### config.mk
export PLATFORM = sky130hd
export DESIGN_NAME = hdc_cfg_regs
export DESIGN_NICKNAME = d
export VERILOG_FILES = /design/src/source/hdc_pkg.sv /design/src/source/hdc_cfg_regs.sv
export VERILOG_INCLUDE_DIRS = /design/src /design/src/source
export SDC_FILE = /design/constraint.sdc
export NUM_CORES = 1
export LEC_CHECK = 0
export ABC_AREA = 1
export CORE_UTILIZATION = 30
export CTS_CLUSTER_DIAMETER = 120
export CTS_CLUSTER_SIZE = 40
export DETAILED_ROUTE_END_ITERATION = 10
export DONT_BUFFER_PORTS = 1
export GPL_ROUTABILITY_DRIVEN = 1
export GPL_TIMING_DRIVEN = 0
export HOLD_SLACK_MARGIN = 0.02
export PLACE_DENSITY = 0.43
export SLEW_MARGIN = 25
export SYNTH_ARGS = -nofsm -noshare
export SYNTH_HDL_FRONTEND = slang
export SYNTH_SLANG_ARGS = --single-unit
### constraint.sdc
create_clock -name clk -period 2.6 [get_ports clk]
set_clock_uncertainty 0.1 [all_clocks]
set_input_delay 0.52 -clock clk [delete_from_list [all_inputs] [get_ports clk]]
set_output_delay 0.52 -clock clk [all_outputs]
set_load 0.02 [all_outputs]
### src/source/hdc_macros.svh
`ifndef HDC_MACROS_SVH
`define HDC_MACROS_SVH

// top bit index of one hypervector
`define HDC_DIM 63

// item memory geometry
`define HDC_ITEMS 1024
`define HDC_ADDR_W 10

// width of one bundler counter
`define HDC_CNT_W 8

// instruction field bits
`define HDC_OP_ADDR 15
`define HDC_OP_LOAD 14
`define HDC_OP_WBITEM 10

`endif

### src/source/hdc_pkg.sv
`include "hdc_macros.svh"

package hdc_pkg;

    // one binary hypervector
    typedef logic [`HDC_DIM:0] hv_t;

    // item memory address
    typedef logic [`HDC_ADDR_W-1:0] item_addr_t;

    // one instruction word from the host
    typedef logic [15:0] inst_t;

    // configuration register bus
    typedef logic [2:0] cfg_addr_t;
    typedef logic [15:0] cfg_data_t;

    // random fill sequencer
    typedef enum logic {
        gen_idle,
        gen_sweep
    } gen_state_t;

endpackage

### src/source/hdc_cfg_regs.sv
`timescale 1ns/100ps

module hdc_cfg_regs (
    input  logic               clk,
    input  logic               rst,
    input  logic               cfg_we,
    input  hdc_pkg::cfg_addr_t cfg_addr,
    input  hdc_pkg::cfg_data_t cfg_data,
    output logic               run,
    output hdc_pkg::hv_t       seed,
    output logic               seed_load,
    output logic               gen_step,
    output logic               gen_we,
    output hdc_pkg::item_addr_t gen_addr,
    output logic               gen_busy
);
    import hdc_pkg::*;

    logic [63:0] seed_q;
    gen_state_t  gen_state;
    cfg_data_t   gen_left;

    // a write to address 5 starts a fill sweep
    assign seed_load = cfg_we && (cfg_addr == 3'd5);
    assign seed      = hv_t'(seed_q);
    assign gen_step  = gen_we;
    assign gen_busy  = (gen_state == gen_sweep);

    always_ff @(posedge clk) begin
        if (rst) begin
            run <= 1'b0;
        end else if (cfg_we && (cfg_addr == 3'd0)) begin
            run <= cfg_data[0];
        end
    end

    // seed words, low word at address 1
    always_ff @(posedge clk) begin
        if (cfg_we) begin
            case (cfg_addr)
                3'd1: seed_q[15:0]  <= cfg_data;
                3'd2: seed_q[31:16] <= cfg_data;
                3'd3: seed_q[47:32] <= cfg_data;
                3'd4: seed_q[63:48] <= cfg_data;
                default: ;
            endcase
        end
    end

    always_ff @(posedge clk) begin
        if (rst) begin
            gen_state <= gen_idle;
            gen_we    <= 1'b0;
            gen_addr  <= '0;
            gen_left  <= '0;
        end else if (seed_load) begin
            gen_addr <= '0;
            gen_left <= cfg_data;
            // zero length means nothing to write
            if (cfg_data != '0) begin
                gen_state <= gen_sweep;
                gen_we    <= 1'b1;
            end else begin
                gen_state <= gen_idle;
                gen_we    <= 1'b0;
            end
        end else if (gen_state == gen_sweep) begin
            gen_addr <= gen_addr + 1'b1;
            gen_left <= gen_left - 1'b1;
            if (gen_left == 16'd1) begin
                gen_state <= gen_idle;
                gen_we    <= 1'b0;
            end
        end
    end

    a_gen_we_in_sweep: assert property (
        @(posedge clk) disable iff (rst) gen_we |-> (gen_state == gen_sweep)
    );

endmodule

==> report_table.html, run 1 <==
<table>
<tr><th>Metric</th><th>Value</th></tr>
<tr><th colspan="2">Timing</th></tr>
<tr><td>Hold violation count in the final report</td><td>0</td></tr>
<tr><td>Time the worst path needs with I/O delays and setup</td><td>1.78 ns</td></tr>
<tr><td>Max Clk Rate</td><td>0.560 GHz</td></tr>
<tr><td>Headroom to the max-slew limit</td><td>49.1%</td></tr>
<tr><td>Tcrit/Tclk final</td><td>68.6%</td></tr>
<tr><td>Crit path setup slack, layout</td><td>0.816 ns</td></tr>
<tr><td>Max-slew violation count</td><td>0</td></tr>
<tr><td>Transition time of the tightest slew-check pin</td><td>0.760 ns</td></tr>
<tr><td>Finish-stage setup viols</td><td>0</td></tr>
<tr><td>Setup repair after global routing missed its margin</td><td>no</td></tr>
<tr><th colspan="2">Worst setup path</th></tr>
<tr><td>Worst endpoint data arrival time</td><td>1.97 ns</td></tr>
<tr><td>Critical path's top delay family</td><td>simple AND/OR/NAND/NOR gates</td></tr>
<tr><td>Kind of end point of the critical path</td><td>flop</td></tr>
<tr><td>Kind of critical path</td><td>flop to flop</td></tr>
<tr><td>Critical path startpoint category</td><td>flop</td></tr>
<tr><td>Terminus of the critical flop-to-flop path</td><td>gen_addr[8]$_SDFFE_PP0P_</td></tr>
<tr><td>Critical-path maximum fanout</td><td>4</td></tr>
<tr><td>Worst-case reg-to-reg path depth</td><td>9</td></tr>
<tr><td>Startpoint of the most critical register-to-register path</td><td>gen_addr[0]$_SDFFE_PP0P_</td></tr>
<tr><td>Slowest Stage Delay on Critical Path</td><td>0.53 ns</td></tr>
<tr><td>Buffer and inverter count on the worst path</td><td>2</td></tr>
<tr><td>R2r setup slk</td><td>0.82 ns</td></tr>
<tr><td>Crit path required time</td><td>2.78 ns</td></tr>
<tr><td>Crit-path most repeated cell</td><td>sky130_fd_sc_hd__nand2_1</td></tr>
<tr><td>Highest-delay cell along the critical path</td><td>sky130_fd_sc_hd__dfxtp_1</td></tr>
<tr><td>Critical Path, Cell by Cell</td><td>ha_1, inv_1, nor2_2, nand2_1, nor3_1, nand2_1, nand2_1, inv_1, nor2_1</td></tr>
<tr><th colspan="2">Final layout</th></tr>
<tr><td>Area of all sequential standard cells</td><td>0.00250 mm²</td></tr>
<tr><td>Fill cell count</td><td>1257</td></tr>
<tr><td>Number of antenna cells inserted</td><td>0</td></tr>
<tr><td>Area of combinational cells with multiple inputs</td><td>0.00106 mm²</td></tr>
<tr><td>Share of the core filled with cells</td><td>35.6%</td></tr>
<tr><td>Synthesis-to-layout area growth</td><td>13.9%</td></tr>
<tr><td>Post-route insts no fill</td><td>548</td></tr>
<tr><td>Fraction of final layout cells sized beyond drive strength 1</td><td>14.2%</td></tr>
<tr><td>Number of nets in the layout</td><td>401</td></tr>
<tr><td>Post-route cell area</td><td>0.00434 mm²</td></tr>
<tr><th colspan="2">Detailed routing</th></tr>
<tr><td>Overall via count from detail_route</td><td>2426</td></tr>
<tr><td>DRC violations left</td><td>0</td></tr>
<tr><td>Detailed Routing Iterations Pass 1</td><td>4</td></tr>
<tr><td>Initial DRC Count</td><td>212</td></tr>
<tr><td>Number of vias per cell after detailed routing</td><td>4.43</td></tr>
<tr><td>Antenna-violating nets left</td><td>0</td></tr>
<tr><td>Detail-routed net length per standard cell</td><td>15.4 µm</td></tr>
<tr><td>Final wirelength</td><td>8420 µm</td></tr>
<tr><th colspan="2">Synth</th></tr>
<tr><td>Cell taking the most area after synthesis</td><td>sky130_fd_sc_hd__edfxtp_1</td></tr>
<tr><td>Synth top cells by count</td><td>70 x sky130_fd_sc_hd__nand2_1, 64 x sky130_fd_sc_hd__edfxtp_1, 50 x sky130_fd_sc_hd__inv_1</td></tr>
<tr><td>Most used flip-flop cell after synthesis</td><td>sky130_fd_sc_hd__edfxtp_1</td></tr>
<tr><td>Number of flops mapped to enable cells by yosys</td><td>64</td></tr>
<tr><td>Combined area of all synthesized cells</td><td>0.00381 mm²</td></tr>
<tr><td>Synthesized area divided by synthesized cell count</td><td>10.6 µm²</td></tr>
<tr><td>Share of synthesized area spent on multiplexers</td><td>0%</td></tr>
<tr><td>Area fraction in compound gates after synthesis</td><td>6.56%</td></tr>
<tr><td>Count of state elements after synthesis</td><td>93</td></tr>
<tr><td>Library cell with the highest instance count after synthesis</td><td>sky130_fd_sc_hd__nand2_1</td></tr>
<tr><td>Synth Instances</td><td>361</td></tr>
<tr><td>Share of synthesized cell area in and, or, nand and nor gates</td><td>18.8%</td></tr>
<tr><td>Share of the synthesized netlist area taken by xor and xnor gates</td><td>1.15%</td></tr>
<tr><td>Combinational family with the most area after synthesis</td><td>simple AND/OR/NAND/NOR gates</td></tr>
<tr><td>Top cell type's share of synthesized area</td><td>50.4%</td></tr>
<tr><td>Distinct cell type count of the synthesized netlist</td><td>29</td></tr>
<tr><td>Yosys warnings</td><td>0</td></tr>
<tr><td>Post-synthesis sequential area ratio</td><td>65.6%</td></tr>
<tr><td>Mapped Nets</td><td>386</td></tr>
<tr><td>Adder-cell share of the synthesized area</td><td>0.984%</td></tr>
<tr><td>Top cells by area in the synthesized netlist</td><td>sky130_fd_sc_hd__edfxtp_1 50%, sky130_fd_sc_hd__dfxtp_1 15%, sky130_fd_sc_hd__nand2_1 6.9%, sky130_fd_sc_hd__inv_1 4.9%, sky130_fd_sc_hd__nor2_1 4.7%</td></tr>
<tr><td>Post-synth ARST share</td><td>0%</td></tr>
<tr><th colspan="2">Placed design</th></tr>
<tr><td>Detailed placement HPWL</td><td>6270 µm</td></tr>
<tr><td>Number of I/O port buffers</td><td>0</td></tr>
<tr><td>Last weighted congestion value of the routability-driven placer</td><td>0.790</td></tr>
<tr><td>Area of placed instances</td><td>0.00408 mm²</td></tr>
<tr><td>Total placed cells including tap cells</td><td>533</td></tr>
<tr><td>Worst setup slack after placement</td><td>0.628 ns</td></tr>
<tr><th colspan="2">Global route</th></tr>
<tr><td>Gr usage total</td><td>13.4%</td></tr>
<tr><td>Via count of the first global-routing pass</td><td>2381</td></tr>
<tr><td>First-pass GRT wire length</td><td>13000 µm</td></tr>
<tr><td>Number of antenna violations at the first check in global routing</td><td>0</td></tr>
<tr><td>Overflow after GRT</td><td>0</td></tr>
<tr><td>Pin count of the biggest net entering global routing</td><td>16</td></tr>
<tr><th colspan="2">Flow run</th></tr>
<tr><td>Number of violations of the max-capacitance limit</td><td>0</td></tr>
<tr><th colspan="2">Clocking</th></tr>
<tr><td>Clk root buf</td><td>sky130_fd_sc_hd__clkbuf_16</td></tr>
<tr><td>Post-CTS resize count</td><td>0</td></tr>
<tr><td># Post-CTS Setup Buffers</td><td>0</td></tr>
<tr><td>Total number of H-tree levels</td><td>3</td></tr>
<tr><td>Num Clock Sinks</td><td>93</td></tr>
<tr><td>Worst skew pair latency</td><td>0.34 ns</td></tr>
<tr><td>Hold bufs inserted after CTS</td><td>0</td></tr>
<tr><td>Inserted Clock Buffers</td><td>9</td></tr>
<tr><td>CTS tree</td><td>built</td></tr>
<tr><td>CTS Buffer Depth</td><td>2</td></tr>
<tr><td>Clock-pin slew of the registers on the worst-case setup and hold paths</td><td>0.07 ns</td></tr>
<tr><th colspan="2">Power</th></tr>
<tr><td>Leakage dissipation</td><td>1.62 nW</td></tr>
<tr><td>Peak supply drop</td><td>0.271 mV</td></tr>
<tr><td>Power per Cell Area</td><td>727 mW/mm²</td></tr>
<tr><th colspan="2">Floorplan</th></tr>
<tr><td>Area of the core</td><td>0.0122 mm²</td></tr>
<tr><td>Overall die height</td><td>115 µm</td></tr>
<tr><td>IO Count</td><td>101</td></tr>
<tr><td>Area of the die</td><td>0.0132 mm²</td></tr>
<tr><td>Die width</td><td>115 µm</td></tr>
<tr><td>Cell Rows</td><td>40</td></tr>
<tr><td>Initial cell density of the core</td><td>31.2%</td></tr>
<tr><th colspan="2">Min path</th></tr>
<tr><td>End point of the most critical hold path</td><td>seed[51]$_DFFE_PP_</td></tr>
<tr><td>Source of the worst hold timing path</td><td>cfg_data[3]</td></tr>
<tr><td>Type of the worst min-delay path</td><td>input pin to flop</td></tr>
<tr><td>Cell depth of the worst hold path</td><td>0</td></tr>
<tr><th colspan="2">Outcome</th></tr>
<tr><td>Status</td><td>finished clean</td></tr>
</table>
power by group:
| part | total, mW | switching (mW) | internal, mW |
|---|---|---|---|
| clock network | 1.19 | 0.550 | 0.642 |
| registers | 1.70 | 0.0675 | 1.63 |
| logic | 0.263 | 0.175 | 0.0884 |
| total | 3.16 | 0.793 | 2.36 |
worst max-delay path by stage:
stage	slack, ns	end	cells after the start	from
finish	0.82	gen_addr[8]$_SDFFE_PP0P_	9	gen_addr[0]$_SDFFE_PP0P_
CTS	0.82	gen_left[14]$_SDFFE_PP0P_	7	gen_left[0]$_SDFFE_PP0P_
detailed placement	0.63	seed[60]$_DFFE_PP_	3	cfg_we
floorplan	0.36	seed[48]$_DFFE_PP_	2	cfg_we
global placement	-0.31	seed[56]$_DFFE_PP_	2	cfg_we
global route	0.58	gen_addr[8]$_SDFFE_PP0P_	9	gen_addr[0]$_SDFFE_PP0P_
layer usage:
layer	up-vias	GRT usage, %	part of all wire, %
li1	1225	-	-
met1	1118	16.5	45
met2	72	22.2	48
met3	11	3.69	5.5
met4	0	5.54	1.4
met5	-	0	0
flip-flops by register name, indices dropped and copies added, names as in the netlist:
| register | count |
|---|---|
| gen_left | 16 |
| gen_busy | 1 |
| run | 1 |
| gen_step | 1 |
| seed | 64 |
| gen_addr | 10 |
kinds of logic (layout without fill, tap and decap cells):
family                   count (synthesis)  count (layout)
AND/OR/NAND/NOR                        159             159
XOR/XNOR                                 5               5
flip-flops                              93              93
AO/OA/AOI/OAI                           40              40
adder cells (fa/ha/maj)                  3               3
buffers and inverters                   61              80
cell type report:
type                            count  area share, %
Sequential cell                    93           57.6
Clock buffer                        9           5.19
Timing Repair Buffer                4          0.951
Inverter                           54           4.67
Buffer                              7           1.38
Multi-Input combinational cell    207           24.4
Tap cell                          168           4.84
Clock inverter                      6          0.922
per-stage QoR:
step                setup TNS [ns]  power [mW]  hold slack, ns
CTS                              0        3.19           0.163
detailed placement               0        2.00           0.436
finish                           0        3.16           0.174
global placement             -4.95        2.00           0.427
floorplan                        0        1.93           0.402
global route                     0        3.27           0.159
worst register-to-register path, stage by stage (launching register included):
cell	delay, ns
sky130_fd_sc_hd__dfxtp_1	0.53
sky130_fd_sc_hd__ha_1	0.23
sky130_fd_sc_hd__inv_1	0.05
sky130_fd_sc_hd__nor2_2	0.11
sky130_fd_sc_hd__nand2_1	0.08
sky130_fd_sc_hd__nor3_1	0.35
sky130_fd_sc_hd__nand2_1	0.09
sky130_fd_sc_hd__nand2_1	0.07
sky130_fd_sc_hd__inv_1	0.04
sky130_fd_sc_hd__nor2_1	0.08
placed cells by master, fill, tap and decap left out, types with 5 or more instances in the layout:
cell and count:
sky130_fd_sc_hd__nand2_1 70, sky130_fd_sc_hd__dfxtp_1 29, sky130_fd_sc_hd__o22ai_1 7, sky130_fd_sc_hd__buf_6 7
sky130_fd_sc_hd__inv_1 50, sky130_fd_sc_hd__nor2_1 45, sky130_fd_sc_hd__nor2_2 8, sky130_fd_sc_hd__clkbuf_16 9
sky130_fd_sc_hd__xor2_1 5, sky130_fd_sc_hd__edfxtp_1 64, sky130_fd_sc_hd__nand3_1 17, sky130_fd_sc_hd__a21oi_1 18
sky130_fd_sc_hd__nor2_4 5
No activity file was read; power rests on OpenSTA's default activity.
==> inputs of run 2 (changes only) <==
Settings changed: ABC_AREA 1 to 0, PLACE_DENSITY 0.43 to 0.44.
Clock period 2.6 ns to 1.5 ns, I/O delays scaled along.
==> run 2 against run 1 <==
Final cell count shrank 22%; flip-flop and latch count is the same; largest cell class unchanged; largest power group unchanged; via count shrank 13%; combinational power grew 38%; the flow now finishes with violations (setup timing); sequential share of layout area grew 0.32 points.
==> report_table.html, run 2 <==
<table>
<tr><th>Metric</th><th>Value</th></tr>
<tr><th colspan="2">Detailed routing</th></tr>
<tr><td>Number of vias per cell after detailed routing</td><td>4.97 (+12%)</td></tr>
<tr><td>Detailed Routing Iterations Pass 1</td><td>4 (unchanged)</td></tr>
<tr><td>Detail-routed net length per standard cell</td><td>19.6 µm (+28%)</td></tr>
<tr><td>Initial DRC Count</td><td>120 (-43%)</td></tr>
<tr><td>Final wirelength</td><td>8360 µm (-0.62%)</td></tr>
<tr><td>DRC violations left</td><td>0 (unchanged)</td></tr>
<tr><td>Antenna-violating nets left</td><td>0 (unchanged)</td></tr>
<tr><td>Overall via count from detail_route</td><td>2117 (-13%)</td></tr>
<tr><th colspan="2">Clocking</th></tr>
<tr><td>Num Clock Sinks</td><td>93 (unchanged)</td></tr>
<tr><td>CTS Buffer Depth</td><td>2 (unchanged)</td></tr>
<tr><td>Total number of H-tree levels</td><td>3 (unchanged)</td></tr>
<tr><td>CTS tree</td><td>built</td></tr>
<tr><td>Inserted Clock Buffers</td><td>9 (unchanged)</td></tr>
<tr><td>Worst skew pair latency</td><td>0.34 ns (about the same)</td></tr>
<tr><td>Clock-pin slew of the registers on the worst-case setup and hold paths</td><td>0.07 ns (about the same)</td></tr>
<tr><td>Clk root buf</td><td>sky130_fd_sc_hd__clkbuf_16</td></tr>
<tr><th colspan="2">Synth</th></tr>
<tr><td>Yosys warnings</td><td>0 (unchanged)</td></tr>
<tr><td>Most used flip-flop cell after synthesis</td><td>sky130_fd_sc_hd__edfxtp_1</td></tr>
<tr><td>Distinct cell type count of the synthesized netlist</td><td>39 (+34%)</td></tr>
<tr><td>Number of flops mapped to enable cells by yosys</td><td>64 (unchanged)</td></tr>
<tr><td>Post-synthesis sequential area ratio</td><td>72.8% (+7.1 points)</td></tr>
<tr><td>Cell taking the most area after synthesis</td><td>sky130_fd_sc_hd__edfxtp_1</td></tr>
<tr><td>Count of state elements after synthesis</td><td>93 (unchanged)</td></tr>
<tr><td>Top cell type's share of synthesized area</td><td>55.9% (+5.5 points)</td></tr>
<tr><td>Synth Instances</td><td>243 (-33%)</td></tr>
<tr><td>Synthesized area divided by synthesized cell count</td><td>14.2 µm² (+34%)</td></tr>
<tr><td>Top cells by area in the synthesized netlist</td><td>sky130_fd_sc_hd__edfxtp_1 56%, sky130_fd_sc_hd__dfxtp_1 17%, sky130_fd_sc_hd__nor2_1 3.2%, sky130_fd_sc_hd__xor2_1 3.1%, sky130_fd_sc_hd__a211oi_1 2.8%</td></tr>
<tr><td>Mapped Nets</td><td>268 (-31%)</td></tr>
<tr><td>Combined area of all synthesized cells</td><td>0.00344 mm² (-9.8%)</td></tr>
<tr><td>Synth top cells by count</td><td>64 x sky130_fd_sc_hd__edfxtp_1, 29 x sky130_fd_sc_hd__dfxtp_1, 29 x sky130_fd_sc_hd__nor2_1</td></tr>
<tr><td>Library cell with the highest instance count after synthesis</td><td>sky130_fd_sc_hd__edfxtp_1</td></tr>
<tr><td>Post-synth ARST share</td><td>0% (unchanged)</td></tr>
<tr><th colspan="2">Flow run</th></tr>
<tr><td>Number of violations of the max-capacitance limit</td><td>0 (unchanged)</td></tr>
<tr><th colspan="2">Final layout</th></tr>
<tr><td>Post-route insts no fill</td><td>426 (-22%)</td></tr>
<tr><td>Post-route cell area</td><td>0.00436 mm² (+0.35%)</td></tr>
<tr><td>Number of nets in the layout</td><td>306 (-24%)</td></tr>
<tr><td>Synthesis-to-layout area growth</td><td>26.7%</td></tr>
<tr><td>Most frequent cells in the layout</td><td>64 x sky130_fd_sc_hd__edfxtp_1, 28 x sky130_fd_sc_hd__nor2_1, 17 x sky130_fd_sc_hd__dfxtp_1</td></tr>
<tr><td>Number of flip-flops in the largest register</td><td>64 (unchanged)</td></tr>
<tr><td>Most common cell after layout, fill and taps aside</td><td>sky130_fd_sc_hd__edfxtp_1</td></tr>
<tr><td>Fraction of final layout cells sized beyond drive strength 1</td><td>24.5% (+10 points)</td></tr>
<tr><td>Number of antenna cells inserted</td><td>0 (unchanged)</td></tr>
<tr><th colspan="2">Timing</th></tr>
<tr><td>Headroom to the max-slew limit</td><td>42.7% (-6.3 points)</td></tr>
<tr><td>Max-slew violation count</td><td>0 (unchanged)</td></tr>
<tr><td>Time the worst path needs with I/O delays and setup</td><td>1.90 ns (+0.120 ns)</td></tr>
<tr><td>Transition time of the tightest slew-check pin</td><td>0.856 ns (+0.0964 ns)</td></tr>
<tr><td>Setup repair after global routing missed its margin</td><td>yes</td></tr>
<tr><td>Finish-stage setup viols</td><td>14 (+14)</td></tr>
<tr><td>Hold violation count in the final report</td><td>0 (unchanged)</td></tr>
<tr><td>Crit path setup slack, layout</td><td>-0.404 ns (-1.22 ns)</td></tr>
<tr><td>Tcrit/Tclk final</td><td>127% (+58 points)</td></tr>
<tr><td>Max Clk Rate</td><td>0.525 GHz (-6.3%)</td></tr>
<tr><th colspan="2">Min path</th></tr>
<tr><td>End point of the most critical hold path</td><td>gen_left[9]$_SDFFE_PP0P_</td></tr>
<tr><td>Source of the worst hold timing path</td><td>cfg_data[9]</td></tr>
<tr><td>Cell depth of the worst hold path</td><td>2 (+2)</td></tr>
<tr><td>Type of the worst min-delay path</td><td>input pin to flop</td></tr>
<tr><th colspan="2">Worst setup path</th></tr>
<tr><td>Startpoint of the most critical register-to-register path</td><td>gen_left[5]$_SDFFE_PP0P_</td></tr>
<tr><td>Slowest Stage Delay on Critical Path</td><td>0.58 ns (+0.05 ns)</td></tr>
<tr><td>Critical-path maximum fanout</td><td>4 (unchanged)</td></tr>
<tr><td>Worst endpoint data arrival time</td><td>2.06 ns (+0.09 ns)</td></tr>
<tr><td>R2r setup slk</td><td>-0.40 ns (-1.22 ns)</td></tr>
<tr><td>Critical Path, Cell by Cell</td><td>or4_4, nor3_4, or3b_1, a311oi_1</td></tr>
<tr><td>Kind of critical path</td><td>flop to flop</td></tr>
<tr><td>Crit path required time</td><td>1.65 ns (-1.13 ns)</td></tr>
<tr><td>Kind of end point of the critical path</td><td>flop</td></tr>
<tr><td>Critical path startpoint category</td><td>flop</td></tr>
<tr><td>Worst-case reg-to-reg path depth</td><td>4 (-5)</td></tr>
<tr><td>Critical path's top delay family</td><td>simple AND/OR/NAND/NOR gates</td></tr>
<tr><td>Depth of the critical timing path with buffers and inverters included</td><td>4 (-5)</td></tr>
<tr><td>Buffer and inverter count on the worst path</td><td>0 (-2)</td></tr>
<tr><td>Terminus of the critical flop-to-flop path</td><td>gen_left[13]$_SDFFE_PP0P_</td></tr>
<tr><td>Highest-delay cell along the critical path</td><td>sky130_fd_sc_hd__or4_4</td></tr>
<tr><th colspan="2">Floorplan</th></tr>
<tr><td>Initial cell density of the core</td><td>31.3% (+0.087 points)</td></tr>
<tr><td>Area of the die</td><td>0.0119 mm² (-9.6%)</td></tr>
<tr><td>Die width</td><td>109 µm (-4.9%)</td></tr>
<tr><td>Cell Rows</td><td>38 (-5.0%)</td></tr>
<tr><td>Area of the core</td><td>0.0110 mm² (-10%)</td></tr>
<tr><td>IO Count</td><td>101 (unchanged)</td></tr>
<tr><td>Overall die height</td><td>109 µm (-4.9%)</td></tr>
<tr><th colspan="2">Placed design</th></tr>
<tr><td>Number of I/O port buffers</td><td>0 (unchanged)</td></tr>
<tr><td>Worst setup slack after placement</td><td>-0.485 ns (-1.11 ns)</td></tr>
<tr><td>Area of placed instances</td><td>0.00367 mm² (-9.9%)</td></tr>
<tr><td>Detailed placement HPWL</td><td>5270 µm (-16%)</td></tr>
<tr><td>Total placed cells including tap cells</td><td>383 (-28%)</td></tr>
<tr><td>Last weighted congestion value of the routability-driven placer</td><td>0.707 (-11%)</td></tr>
<tr><th colspan="2">Power</th></tr>
<tr><td>Post-layout power</td><td>5.51 mW (+74%)</td></tr>
<tr><td>Power per Cell Area</td><td>1260 mW/mm² (+74%)</td></tr>
<tr><td>Peak supply drop</td><td>0.487 mV (+80%)</td></tr>
<tr><td>Leakage dissipation</td><td>1.40 nW (-14%)</td></tr>
<tr><th colspan="2">Global route</th></tr>
<tr><td>Gr usage total</td><td>14.5% (+1.1 points)</td></tr>
<tr><td>Number of antenna violations at the first check in global routing</td><td>0 (unchanged)</td></tr>
<tr><td>Via count of the first global-routing pass</td><td>2069 (-13%)</td></tr>
<tr><td>Overflow after GRT</td><td>0 (unchanged)</td></tr>
<tr><td>Pin count of the biggest net entering global routing</td><td>18 (+2)</td></tr>
<tr><td>First-pass GRT wire length</td><td>12300 µm (-5.8%)</td></tr>
<tr><th colspan="2">Outcome</th></tr>
<tr><td>Status</td><td>finished with violations</td></tr>
<tr><td>Failing checks</td><td>setup timing</td></tr>
</table>
==> run 2: changes by cell type after synthesis, sizes merged, moves of 12 or more <==
cell / before / now
nand2: 77 / 11
nor2: 58 / 29
nand3: 17 / 5
a21oi: 20 / 4
inv: 54 / 5
a211oi: 0 / 13
==> run 2: cell families after synthesis <==
group | count (synthesis) | synth area share [%]
mux | 2 | 0.582
buf+inv | 16 | 1.89
flops | 93 | 72.8
fa+ha+maj | 3 | 1.09
compound gates | 24 | 5.02
xor+xnor | 21 | 5.35
simple gates | 84 | 13.3
==> run 2: layout make-up <==
type | count | area (µm²)
well taps | 140 | 175
multi-input cells | 134 | 1030
inverters | 5 | 18.8
clock buffers | 9 | 225
plain buffers | 10 | 56.3
flip-flops and latches | 93 | 2520
repair buffers | 28 | 270
clock inverters | 7 | 57.6
fillers | 1030 | 6630
==> run 2: stage by stage <==
step | utilization (%) | hold WS [ns] | TNS (ns)
after global placement | 33.4 | 0.299 | -24.51
after global routing | 39.7 | 0.0270 | -4.02
after detailed placement | 33.4 | 0.299 | -20.33
after CTS | 38.7 | 0.0235 | -2.87
after floorplan | - | 0.299 | -1.50
final | 39.7 | 0.0268 | -2.67
==> run 2: report_power, final <==
group / total, mW / internal (mW) / switching [mW]
combinational: 0.363 / 0.172 / 0.191
clock: 2.17 / 1.15 / 1.02
sequential: 2.97 / 2.83 / 0.136
total: 5.51 / 4.15 / 1.35
==> run 2: what timing repair did <==
item                                   CTS  global route
buffers inserted                         9             4
hold buffers                            16             0
endpoints found under the hold margin   66             0
gates cloned                             0             0
setup endpoints to repair               15            73
pin swaps                               12             8
gates resized for setup                 16            24
==> run 2: how the worst max path moves through the flow <==
stage                                         from                        end  slack [ns]
after global placement         gen_busy$_SDFF_PP0_  gen_left[13]$_SDFFE_PP0P_       -0.44
final                     gen_left[5]$_SDFFE_PP0P_  gen_left[13]$_SDFFE_PP0P_       -0.40
after floorplan                gen_busy$_SDFF_PP0_  gen_left[13]$_SDFFE_PP0P_       -0.36
after CTS                      gen_busy$_SDFF_PP0_  gen_left[13]$_SDFFE_PP0P_       -0.42
after global routing      gen_left[5]$_SDFFE_PP0P_  gen_left[13]$_SDFFE_PP0P_       -0.47
after detailed placement       gen_busy$_SDFF_PP0_  gen_left[13]$_SDFFE_PP0P_       -0.49
==> run 2: per-layer routing <==
layer / wire (µm) / global-route usage [%]
met3: 523 / 3.89
met4: 108 / 7.53
met5: 0 / 0
met2: 3940 / 22.4
met1: 3790 / 18.4
==> inputs of run 3 (changes only) <==
Settings changed: PLACE_DENSITY 0.44 to 0.51.
==> run 3 against run 2 <==
The run still ends with setup timing left; maximum frequency down 1.7%; total power fell by 1.3%; register-to-register slack lost 0.03 ns; routed wire length decreased by 6.4%; sequential power is essentially flat; clock-buffer cell count increased by 1; final cell count fell by 0.94%; hold slack gained 0.012 ns; utilization decreased by 0.73 points; first-iteration DRC count down 20%; combinational power shrank 9.1%; largest power group unchanged; highest routed layer unchanged.
==> report_table.html, run 3 (synthesized netlist as in run 2, its figures left out) <==
<table>
<tr><th>Metric</th><th>Value</th></tr>
<tr><th colspan="2">Final layout</th></tr>
<tr><td>Most frequent cells in the layout</td><td>64 x sky130_fd_sc_hd__edfxtp_1, 28 x sky130_fd_sc_hd__nor2_1, 16 x sky130_fd_sc_hd__dfxtp_1, 16 x sky130_fd_sc_hd__dlygate4sd3_1, 12 x sky130_fd_sc_hd__xor2_1</td></tr>
<tr><td>Area of all sequential standard cells</td><td>0.00253 mm² (+0.15%)</td></tr>
<tr><td>Most common cell after layout, fill and taps aside</td><td>sky130_fd_sc_hd__edfxtp_1</td></tr>
<tr><td>Area of combinational cells with multiple inputs</td><td>0.00100 mm² (-2.8%)</td></tr>
<tr><td>Post-route insts no fill</td><td>422 (-0.94%)</td></tr>
<tr><td>Number of flip-flops in the largest register</td><td>64 (unchanged)</td></tr>
<tr><td>Fraction of final layout cells sized beyond drive strength 1</td><td>23.0% (-1.4 points)</td></tr>
<tr><td>Fill cell count</td><td>1015 (-1.5%)</td></tr>
<tr><td>Number of nets in the layout</td><td>302 (-1.3%)</td></tr>
<tr><td>Synthesis-to-layout area growth</td><td>24.4%</td></tr>
<tr><td>Share of the core filled with cells</td><td>38.9% (-0.73 points)</td></tr>
<tr><td>Number of antenna cells inserted</td><td>0 (unchanged)</td></tr>
<tr><th colspan="2">Global route</th></tr>
<tr><td>Pin count of the biggest net entering global routing</td><td>18 (unchanged)</td></tr>
<tr><td>Gr usage total</td><td>13.9% (-0.60 points)</td></tr>
<tr><td>Via count of the first global-routing pass</td><td>2053 (-0.77%)</td></tr>
<tr><td>Overflow after GRT</td><td>0 (unchanged)</td></tr>
<tr><td>First-pass GRT wire length</td><td>11700 µm (-4.7%)</td></tr>
<tr><td>Number of antenna violations at the first check in global routing</td><td>0 (unchanged)</td></tr>
<tr><th colspan="2">Power</th></tr>
<tr><td>Power per Cell Area</td><td>1270 mW/mm² (+0.54%)</td></tr>
<tr><td>Post-layout power</td><td>5.43 mW (-1.3%)</td></tr>
<tr><td>Peak supply drop</td><td>0.605 mV (+24%)</td></tr>
<tr><td>Leakage dissipation</td><td>1.38 nW (-1.4%)</td></tr>
<tr><th colspan="2">Placed design</th></tr>
<tr><td>Detailed placement HPWL</td><td>5090 µm (-3.3%)</td></tr>
<tr><td>Total placed cells including tap cells</td><td>383 (unchanged)</td></tr>
<tr><td>Last weighted congestion value of the routability-driven placer</td><td>0.741 (+4.8%)</td></tr>
<tr><td>Worst setup slack after placement</td><td>-0.459 ns (+0.0267 ns)</td></tr>
<tr><td>Number of I/O port buffers</td><td>0 (unchanged)</td></tr>
<tr><th colspan="2">Worst setup path</th></tr>
<tr><td>Crit path required time</td><td>1.65 ns (about the same)</td></tr>
<tr><td>Critical-path maximum fanout</td><td>4 (unchanged)</td></tr>
<tr><td>Terminus of the critical flop-to-flop path</td><td>gen_left[13]$_SDFFE_PP0P_</td></tr>
<tr><td>R2r setup slk</td><td>-0.44 ns (-0.03 ns)</td></tr>
<tr><td>Kind of end point of the critical path</td><td>flop</td></tr>
<tr><td>Worst endpoint data arrival time</td><td>2.09 ns (+0.03 ns)</td></tr>
<tr><td>Kind of critical path</td><td>flop to flop</td></tr>
<tr><td>Startpoint of the most critical register-to-register path</td><td>gen_left[5]$_SDFFE_PP0P_</td></tr>
<tr><td>Worst-case reg-to-reg path depth</td><td>4 (unchanged)</td></tr>
<tr><td>Critical path startpoint category</td><td>flop</td></tr>
<tr><th colspan="2">Clocking</th></tr>
<tr><td>Num Clock Sinks</td><td>93 (unchanged)</td></tr>
<tr><td>Clock-pin slew of the registers on the worst-case setup and hold paths</td><td>0.07 ns (about the same)</td></tr>
<tr><td>Inserted Clock Buffers</td><td>9 (unchanged)</td></tr>
<tr><td>Worst skew pair latency</td><td>0.33 ns (about the same)</td></tr>
<tr><td>Clk root buf</td><td>sky130_fd_sc_hd__clkbuf_16</td></tr>
<tr><td>CTS tree</td><td>built</td></tr>
<tr><td>Total number of H-tree levels</td><td>3 (unchanged)</td></tr>
<tr><td>CTS Buffer Depth</td><td>2 (unchanged)</td></tr>
<tr><th colspan="2">Floorplan</th></tr>
<tr><td>Area of the core</td><td>0.0110 mm² (unchanged)</td></tr>
<tr><td>Overall die height</td><td>109 µm (unchanged)</td></tr>
<tr><td>Initial cell density of the core</td><td>31.3% (unchanged)</td></tr>
<tr><td>Area of the die</td><td>0.0119 mm² (unchanged)</td></tr>
<tr><td>Cell Rows</td><td>38 (unchanged)</td></tr>
<tr><td>IO Count</td><td>101 (unchanged)</td></tr>
<tr><td>Die width</td><td>109 µm (unchanged)</td></tr>
<tr><th colspan="2">Timing</th></tr>
<tr><td>Final-layout setup total negative slack</td><td>-2.43 ns (+0.238 ns)</td></tr>
<tr><td>Crit path setup slack, layout</td><td>-0.436 ns (-0.0321 ns)</td></tr>
<tr><td>Finish-stage setup viols</td><td>14 (unchanged)</td></tr>
<tr><td>Headroom to the max-slew limit</td><td>40.9% (-1.8 points)</td></tr>
<tr><td>Hold violation count in the final report</td><td>0 (unchanged)</td></tr>
<tr><td>Max-slew violation count</td><td>0 (unchanged)</td></tr>
<tr><td>Time the worst path needs with I/O delays and setup</td><td>1.94 ns (+0.0321 ns)</td></tr>
<tr><td>Max Clk Rate</td><td>0.516 GHz (-1.7%)</td></tr>
<tr><td>Setup repair after global routing missed its margin</td><td>yes</td></tr>
<tr><td>Tcrit/Tclk final</td><td>129% (+2.1 points)</td></tr>
<tr><td>Transition time of the tightest slew-check pin</td><td>0.883 ns (+0.0273 ns)</td></tr>
<tr><th colspan="2">Min path</th></tr>
<tr><td>Source of the worst hold timing path</td><td>cfg_data[7]</td></tr>
<tr><td>Cell depth of the worst hold path</td><td>2 (unchanged)</td></tr>
<tr><td>Type of the worst min-delay path</td><td>input pin to flop</td></tr>
<tr><td>End point of the most critical hold path</td><td>gen_left[7]$_SDFFE_PP0P_</td></tr>
<tr><th colspan="2">Outcome</th></tr>
<tr><td>Failing checks</td><td>setup timing</td></tr>
<tr><td>Status</td><td>finished with violations</td></tr>
<tr><th colspan="2">Detailed routing</th></tr>
<tr><td>Final wirelength</td><td>7820 µm (-6.4%)</td></tr>
<tr><td>Overall via count from detail_route</td><td>2077 (-1.9%)</td></tr>
<tr><td>DRC violations left</td><td>0 (unchanged)</td></tr>
<tr><td>Number of vias per cell after detailed routing</td><td>4.92 (-0.96%)</td></tr>
<tr><td>Detailed Routing Iterations Pass 1</td><td>4 (unchanged)</td></tr>
<tr><td>Antenna-violating nets left</td><td>0 (unchanged)</td></tr>
<tr><td>Initial DRC Count</td><td>96 (-20%)</td></tr>
<tr><td>Detail-routed net length per standard cell</td><td>18.5 µm (-5.6%)</td></tr>
<tr><th colspan="2">Flow run</th></tr>
<tr><td>Number of violations of the max-capacitance limit</td><td>0 (unchanged)</td></tr>
</table>
run 3: final cells by class:
cell class,count,share of cell area [%]
buffer,9,0.994
timing repair buffer,25,5.41
sequential,93,59.1
clock inverter,6,1.20
inverter,5,0.439
tap,140,4.09
multi-input combinational,134,23.4
clock buffer,10,5.35
run 3: worst max-delay path: stages (launching register included):
cell,delay (ns)
sky130_fd_sc_hd__dfxtp_4,0.35
sky130_fd_sc_hd__or4_4,0.59
sky130_fd_sc_hd__nor3_4,0.19
sky130_fd_sc_hd__or3b_4,0.39
sky130_fd_sc_hd__a311oi_2,0.23
run 3: worst max path at each step:
stage	end	startpoint	cells past startpoint
after floorplan	gen_left[13]$_SDFFE_PP0P_	gen_busy$_SDFF_PP0_	5
after global placement	seed[53]$_DFFE_PP_	cfg_addr[1]	1
after detailed placement	gen_left[13]$_SDFFE_PP0P_	gen_busy$_SDFF_PP0_	5
after CTS	gen_left[13]$_SDFFE_PP0P_	gen_busy$_SDFF_PP0_	4
after global routing	gen_left[13]$_SDFFE_PP0P_	gen_left[5]$_SDFFE_PP0P_	4
final	gen_left[13]$_SDFFE_PP0P_	gen_left[5]$_SDFFE_PP0P_	4
run 3: timing repair:
action | in CTS | in global routing
pin swaps | 13 | 13
hold buffers | 16 | 0
buffers inserted | 6 | 3
resized for setup | 11 | 23
endpoints found under the setup margin | 16 | 70
hold endpoints to repair | 66 | 0
run 3: report_power, final:
group          total [mW]  switching (mW)  internal [mW]  leakage, nW
clock network        2.13           0.976           1.15        0.140
logic               0.330           0.175          0.156        0.420
registers            2.97           0.139           2.83        0.824
total                5.43            1.29           4.14         1.38
run 3: per-layer routing:
metal	vias to the layer above	part of all wire, %	global-route usage, %
li1	981	-	-
met1	1021	42	16.4
met2	66	51	22.6
met3	9	5.3	4.90
met4	0	2.0	6.27
met5	-	0	0
run 3: stage by stage:
| step | cell area (µm²) | hold WS (ns) |
|---|---|---|
| 2_1_floorplan | 3490 | 0.299 |
| 3_3_place_gp | 3670 | 0.299 |
| 3_5_place_dp | 3670 | 0.299 |
| 4_1_cts | 4200 | 0.0237 |
| 5_1_grt | 4280 | 0.0282 |
| 6_report | 4280 | 0.0388 |
